### config.mk
export PLATFORM = sky130hd
export DESIGN_NAME = fetch_stage_flat
export DESIGN_NICKNAME = d
export VERILOG_FILES = /design/src/rtl/fetch_pkg.sv /design/src/rtl/imem_bus_if.sv /design/src/rtl/fetch_stage.sv /design/src/flat_wrapper.sv
export SDC_FILE = /design/constraint.sdc
export NUM_CORES = 1
export LEC_CHECK = 0
export BUFFER_PORTS_ARGS = -buffer_cell sky130_fd_sc_hd__buf_4
export CAP_MARGIN = 10
export CORE_MARGIN = 2
export CORE_UTILIZATION = 46
export CTS_CLUSTER_DIAMETER = 80
export DETAILED_ROUTE_END_ITERATION = 16
export GPL_ROUTABILITY_DRIVEN = 0
export HOLD_SLACK_MARGIN = 0.08
export PLACE_DENSITY = 0.86
export SLEW_MARGIN = 20
export SYNTH_ARGS = -nofsm -noshare
export SYNTH_HDL_FRONTEND = slang
export SYNTH_SLANG_ARGS = --single-unit
### constraint.sdc
create_clock -name clock -period 2.98 [get_ports clock]
set_input_delay 0 -clock clock [delete_from_list [all_inputs] [get_ports clock]]
set_output_delay 0 -clock clock [all_outputs]
set_load 0.005 [all_outputs]
### src/rtl/fetch_pkg.sv
// fetch package with shared widths, bus commands and memory timing for the fetch block

package fetch_pkg;

	//////////////////////////////////////////////////
	// widths
	//////////////////////////////////////////////////

	localparam int addr_width     = 32;   // byte address
	localparam int inst_width     = 32;   // one instruction
	localparam int mem_word_width = 64;   // imem doubleword, two instructions
	localparam int mem_tag_width  = 4;    // transaction number

	typedef logic [addr_width-1:0]     addr_t;
	typedef logic [inst_width-1:0]     inst_t;
	typedef logic [mem_word_width-1:0] mem_word_t;
	typedef logic [mem_tag_width-1:0]  mem_tag_t;   // 0 means no transaction

	//////////////////////////////////////////////////
	// memory bus
	//////////////////////////////////////////////////

	typedef enum logic [1:0] {
		bus_none  = 2'd0,
		bus_load  = 2'd1,
		bus_store = 2'd2    // reserved, never issued by fetch
	} bus_cmd_t;

	// cycles from the request cycle to the cycle the tag comes back
	localparam int mem_latency = 4;

	// 1024 doublewords of instruction memory
	localparam int mem_depth_log2 = 10;

	//////////////////////////////////////////////////
	// core
	//////////////////////////////////////////////////

	localparam addr_t reset_pc = 32'h0000_0000;   // first fetch address

endpackage

### src/rtl/imem_bus_if.sv
// instruction memory bus between the fetch stage and the tagged memory
`timescale 1ns/10ps

interface imem_bus_if;

	fetch_pkg::addr_t     addr;       // doubleword aligned byte address
	fetch_pkg::bus_cmd_t  command;    // bus_load issues a request
	fetch_pkg::mem_word_t data;       // valid in the cycle tag is nonzero
	fetch_pkg::mem_tag_t  response;   // transaction number, same cycle as command
	fetch_pkg::mem_tag_t  tag;        // returns the response mem_latency cycles later

	// fetch side
	modport requester (
		output addr,
		output command,
		input  data,
		input  response,
		input  tag
	);

	// memory side
	modport memory (
		input  addr,
		input  command,
		output data,
		output response,
		output tag
	);

endinterface

### src/rtl/fetch_stage.sv
// fetch stage holding the pc, issuing tagged imem loads and selecting the instruction half
`timescale 1ns/10ps

module fetch_stage (
	input  logic             clock,
	input  logic             reset,
	input  logic             fetch_enable,   // level, low stalls new requests
	input  logic             take_branch,    // strobe, redirect to target_pc
	input  fetch_pkg::addr_t target_pc,
	imem_bus_if.requester    bus,
	output logic             inst_valid,     // one cycle per delivered instruction
	output fetch_pkg::inst_t inst,
	output fetch_pkg::addr_t inst_pc,
	output fetch_pkg::addr_t inst_npc
);

	typedef enum logic [1:0] {
		state_idle,       // after reset or while stalled
		state_request,    // reply just consumed, may issue again
		state_mem_wait    // one load outstanding
	} fetch_state_t;

	fetch_state_t        state;
	fetch_state_t        state_next;
	fetch_pkg::addr_t    pc;                  // address being fetched
	fetch_pkg::addr_t    pc_plus_4;
	fetch_pkg::addr_t    pc_next;             // loaded when the reply returns
	fetch_pkg::mem_tag_t recorded_response;   // transaction number we wait for
	logic                redirect_pending;    // branch seen while a load was in flight
	fetch_pkg::addr_t    redirect_pc;
	logic                issue;               // load goes out this cycle
	logic                reply;               // our tag is back this cycle

	//////////////////////////////////////////////////
	// request and reply detection
	//////////////////////////////////////////////////

	// a taken branch forces a request even when stalled so it is never lost
	assign issue = (state != state_mem_wait) && (fetch_enable || take_branch);
	assign reply = (state == state_mem_wait) && (bus.tag == recorded_response);

	assign bus.command = issue ? fetch_pkg::bus_load : fetch_pkg::bus_none;
	assign bus.addr    = {pc[fetch_pkg::addr_width-1:3], 3'b000};   // doubleword aligned

	//////////////////////////////////////////////////
	// next pc
	//////////////////////////////////////////////////

	assign pc_plus_4 = pc + 32'd4;

	// a branch in the reply cycle wins over one remembered from the wait
	always_comb begin
		if (take_branch)
			pc_next = target_pc;
		else if (redirect_pending)
			pc_next = redirect_pc;
		else
			pc_next = pc_plus_4;
	end

	//////////////////////////////////////////////////
	// state machine
	//////////////////////////////////////////////////

	always_comb begin
		state_next = state;
		case (state)
			state_idle, state_request: begin
				// back to idle when nothing is asked for
				state_next = issue ? state_mem_wait : state_idle;
			end
			state_mem_wait: begin
				if (reply)
					state_next = state_request;
			end
			default: state_next = state_idle;
		endcase
	end

	always_ff @(posedge clock or posedge reset) begin
		if (reset) begin
			state             <= state_idle;
			pc                <= fetch_pkg::reset_pc;
			recorded_response <= '0;
			redirect_pending  <= 1'b0;
		end else begin
			state <= state_next;
			if (issue)
				recorded_response <= bus.response;   // memory never answers 0
			if (reply) begin
				pc               <= pc_next;
				redirect_pending <= 1'b0;             // consumed with this reply
			end else if (take_branch) begin
				redirect_pending <= 1'b1;             // in-flight load fetches a dead path
			end
		end
	end

	// branch target held until the outstanding reply returns
	always_ff @(posedge clock) begin
		if (take_branch && !reply)
			redirect_pc <= target_pc;
	end

	//////////////////////////////////////////////////
	// fetch packet
	//////////////////////////////////////////////////

	assign inst_valid = reply && !redirect_pending;   // drop the reply of a redirected fetch
	assign inst       = pc[2] ? bus.data[63:32] : bus.data[31:0];   // pick the half
	assign inst_pc    = pc;
	assign inst_npc   = pc_plus_4;

endmodule

### src/flat_wrapper.sv
// flat-port wrapper written by rule: the top's interface ports become plain ports
module fetch_stage_flat 
  (clock, reset, fetch_enable, take_branch, target_pc, inst_valid, inst, inst_pc, inst_npc, bus_addr, bus_command, bus_data, bus_response, bus_tag);
  imem_bus_if bus_i ();
  input  logic clock;
  input  logic reset;
  input  logic fetch_enable;
  input  logic take_branch;
  input  fetch_pkg::addr_t target_pc;
  output logic inst_valid;
  output fetch_pkg::inst_t inst;
  output fetch_pkg::addr_t inst_pc;
  output fetch_pkg::addr_t inst_npc;
  output wire logic [$bits(bus_i.addr)-1:0] bus_addr;
  output wire logic [$bits(bus_i.command)-1:0] bus_command;
  input wire logic [$bits(bus_i.data)-1:0] bus_data;
  input wire logic [$bits(bus_i.response)-1:0] bus_response;
  input wire logic [$bits(bus_i.tag)-1:0] bus_tag;
  assign bus_addr = bus_i.addr;
  assign bus_command = bus_i.command;
  assign bus_i.data = bus_data;
  assign bus_i.response = bus_response;
  assign bus_i.tag = bus_tag;
  fetch_stage u_core (.clock(clock), .reset(reset), .fetch_enable(fetch_enable), .take_branch(take_branch), .target_pc(target_pc), .bus(bus_i), .inst_valid(inst_valid), .inst(inst), .inst_pc(inst_pc), .inst_npc(inst_npc));
endmodule
==> qor.yml <==
timing:
  rsz0062_at_grt: "no"
  hold_viol_final: 0
  slew_viol_final: 0
  final-setup-viol-count: 0
  setup_tns_ns: 0
  worst_pin_slew_ns: 0.692
  skew_ns: 0.0106
  fin_crit_sh: 0.856
  maxSlewHeadroom: 0.537
  fin_crit_ns: 2.55
  fmax_mhz: 392
cells_and_area:
  final_util: 0.705
  fin_nets: 796
  syn2layout_area_growth_pct: 49.4
  drive_gt1_frac: 0.448
  antennaDiodeCount: 0
die:
  die_w_um: 104
  pin_count: 239
  fp.dieH_um: 104
  coreArea_um2: 9680
  initial_core_util: 0.472
  row_count: 36
  die_area_um2: 10700
logic_synthesis:
  synth_area_leaders: "dfrtp_1, edfxtp_1, mux2_2, buf_4, xor2_1"
  synth_area_um2: 4570
  netlist_instances: 461
  synth_edf_count: 32
  synth.avg_cell_area_um2: 9.91
  ys_seq_area_frac: 0.424
  yosysTopAreaCell: "dfrtp_1"
  synth-compound-area-share: 0.158
  synthSimpleGateAreaFrac: 0.161
  synth.yosys.warnings: 0
  synth_cell_types: 54
  synthAdderAreaFrac: 0.00274
  synth_top_area_share: 0.214
  ys.flop_type: "dfrtp_1"
  synth_async_sr_flop_share: 0.549
  synth_top_family_by_area: "simple AND/OR/NAND/NOR gates"
  synthMuxAreaShare: 0.0931
  synth-xor-area-share: 0.0614
  ys_ff_latch: 71
route:
  met3_length_mm: 1.21
  vias_per_cell: 5.52
  drtIter0Drc: 317
  top_layer: "met4"
  vias: 4551
  wl_met2_mm: 7.28
  routed_wl_mm: 15.2
  avgRoutedWirePerCell_um: 18.4
  drc: 0
  ant_nets: 0
  drtPass1Iterations: 5
  wl_met1_mm: 6.51
clock_network:
  cts_setup_buffers: 0
  tritoncts: "built"
  clock_path_buffers: 2
  clkTransAtPathRegs_ns: 0.08
  insertion_delay_ns: 0.35
  cts_buffers: 9
  cts_sinks: 71
  cts_resized: 0
  h-tree-depth: 3
  ctsHoldBuffers: 38
  cts-root-buf: "clkbuf_8"
worst_setup_path:
  crit_type: "reg2out"
  path_delay_family: "simple AND/OR/NAND/NOR gates"
  crit_chain: "buf_4 > nand4_1 > or2_1 > nor4_4 > xor2_1 > buf_4"
  crit_arrival_ns: 2.55
  crit_fanout: 38
  reg2reg_from: "u_core.inst_pc[2]$_DFFE_PP0P_"
  cpMostUsedCell: "buf_4"
  crit_buf_inv: 2
  worstSetupStartpointType: "flop"
  slowest_stage: "or2_1"
  cp-end-kind: "primary output"
  crit_start: "u_core.inst_pc[2]$_DFFE_PP0P_"
  required_ns: 2.98
  cpPeakStageDelay_ns: 0.43
grt:
  grt_pass1_vias: 4537
  grt_pass1_wl_mm: 24.2
  gr-usage-all-layers: 0.278
  overflow: 0
  antenna_found_initial: 0
  grt_start_max_net_pins: 48
pwr:
  p_sw_frac: 0.368
  p_switching_mw: 2.06
  p_int_mw: 3.53
  clockPowerShare: 0.194
  power_frac_seq: 0.329
  ir_drop_mv: 0.545
  power_density_nw_per_um2: 819
  p_comb_frac: 0.477
  p_leak_nw: 3.14
job:
  maxCapViolations: 0
run_status:
  status: "finished clean"
worst_hold_path:
  hold_start: "bus_tag[0]"
  hold_path.class: "in2reg"
placed_design:
  portBuffers: 234
  detailed_place_hpwl_mm: 10.8
metal layers:
layer  global-route usage  vias to the layer above
met5                    0                        -
met4               0.0579                        0
met3               0.0648                       19
met2                0.449                      231
met1                0.386                     2203
li1                     -                     2098
synth_stat cells (3+ instances only):
| cell type | instances |
|---|---|
| nor2b_1 | 5 |
| a22o_1 | 6 |
| xor2_1 | 18 |
| o21ai_0 | 31 |
| nand2_1 | 17 |
| buf_4 | 37 |
| a222oi_1 | 6 |
| a31oi_1 | 3 |
| clkbuf_1 | 20 |
| buf_1 | 4 |
| inv_1 | 13 |
| a22oi_1 | 8 |
| buf_2 | 6 |
| and3_1 | 6 |
| nand4_1 | 10 |
| nor3_2 | 3 |
| o22ai_1 | 4 |
| a21oi_1 | 25 |
| xnor2_1 | 14 |
| a221oi_1 | 4 |
| dfrtp_1 | 39 |
| nor2_1 | 38 |
| o21ai_1 | 4 |
| nor4_1 | 4 |
| edfxtp_1 | 32 |
| nor3_1 | 12 |
| mux2_2 | 36 |
| and2_1 | 3 |
| o2bb2ai_1 | 8 |
| nand3_1 | 11 |
| o31a_1 | 3 |
tightest hold or removal path, cell delays in order:
cell and delay (ns):
buf_4 0.08, xor2_1 0.13, nor4_1 0.08, nand2b_1 0.14, o21ai_0 0.07
layout by cell type (no fill, tap or decap), drive strengths merged, types with 4 or more instances in the layout:
cell type    instances
a21oi               25
nor2                38
a22oi                8
buf                241
o2bb2ai              8
bufinv               4
mux2                36
o21ai               35
o22ai                4
clkbuf              10
inv                 14
xnor2               14
conb                 4
nor2b                5
nor3                16
a22o                 6
nand4               14
nand3               12
dlygate4sd3         38
and3                 6
dfrtp               39
xor2                18
nor4                 6
a221oi               4
nand2               17
edfxtp              32
a222oi               6
power by group through the flow:
| stage | clock (mW) | combinational [mW] | sequential, mW |
|---|---|---|---|
| 2_1_floorplan | 0 | 1.51 | 1.66 |
| 3_3_place_gp | 0 | 2.55 | 1.82 |
| 3_5_place_dp | 0 | 2.60 | 1.85 |
| 4_1_cts | 1.09 | 2.66 | 1.83 |
| 5_1_grt | 1.14 | 2.87 | 1.89 |
| 6_report | 1.08 | 2.67 | 1.84 |
flip-flops by register name, indices dropped and copies added, names as in the netlist:
signal and count:
u_core.inst_pc 32, u_core.redirect_pc 32, u_core.recorded_response 4, u_core.state 2, u_core.redirect_pending 1
cells by family (layout without fill, tap and decap cells):
group,after synthesis,count (layout)
buf+inv,81,309
simple gates,126,126
xor+xnor,32,32
flops,71,71
fa+ha+maj,1,1
compound gates,111,111
mux,38,38
other cells,1,4
final cells by class:
cell class / count / area, µm²
fill: 738 / 2860
multi-input combinational: 312 / 2190
timing repair buffer: 279 / 2190
sequential: 71 / 1940
tap: 133 / 166
clock buffer: 10 / 149
clock inverter: 6 / 138
inverter: 14 / 52.6
through the flow:
| stage | power, mW | hold WS, ns | cells | setup WS (ns) | instance area (µm²) |
|---|---|---|---|---|---|
| 5_1_grt | 5.90 | 0.240 | 825 | 0.263 | 6830 |
| 3_5_place_dp | 4.45 | 0.161 | 771 | 0.707 | 6160 |
| 3_3_place_gp | 4.37 | 0.158 | 771 | 0.806 | 6160 |
| 2_1_floorplan | 3.17 | 0.0989 | 464 | 0.721 | 4580 |
| 6_report | 5.59 | 0.188 | 825 | 0.430 | 6830 |
| 4_1_cts | 5.58 | 0.192 | 825 | 0.425 | 6830 |
worst paths after layout:
path	endpoint	slack (ns)	cells past startpoint
hold reg to reg	u_core.state[1]$_DFFE_PP0P_	0.48	1
max in group asynchronous	u_core.inst_pc[11]$_DFFE_PP0P_	2.24	4
setup / recovery	inst_npc[29]	0.43	6
setup reg to reg	u_core.inst_pc[15]$_DFFE_PP0P_	0.69	6
hold / removal	u_core.state[1]$_DFFE_PP0P_	0.19	5
min in group asynchronous	u_core.recorded_response[3]$_DFFE_PP0N_	0.35	4
Note: power is estimated with default switching activity, not from simulation.
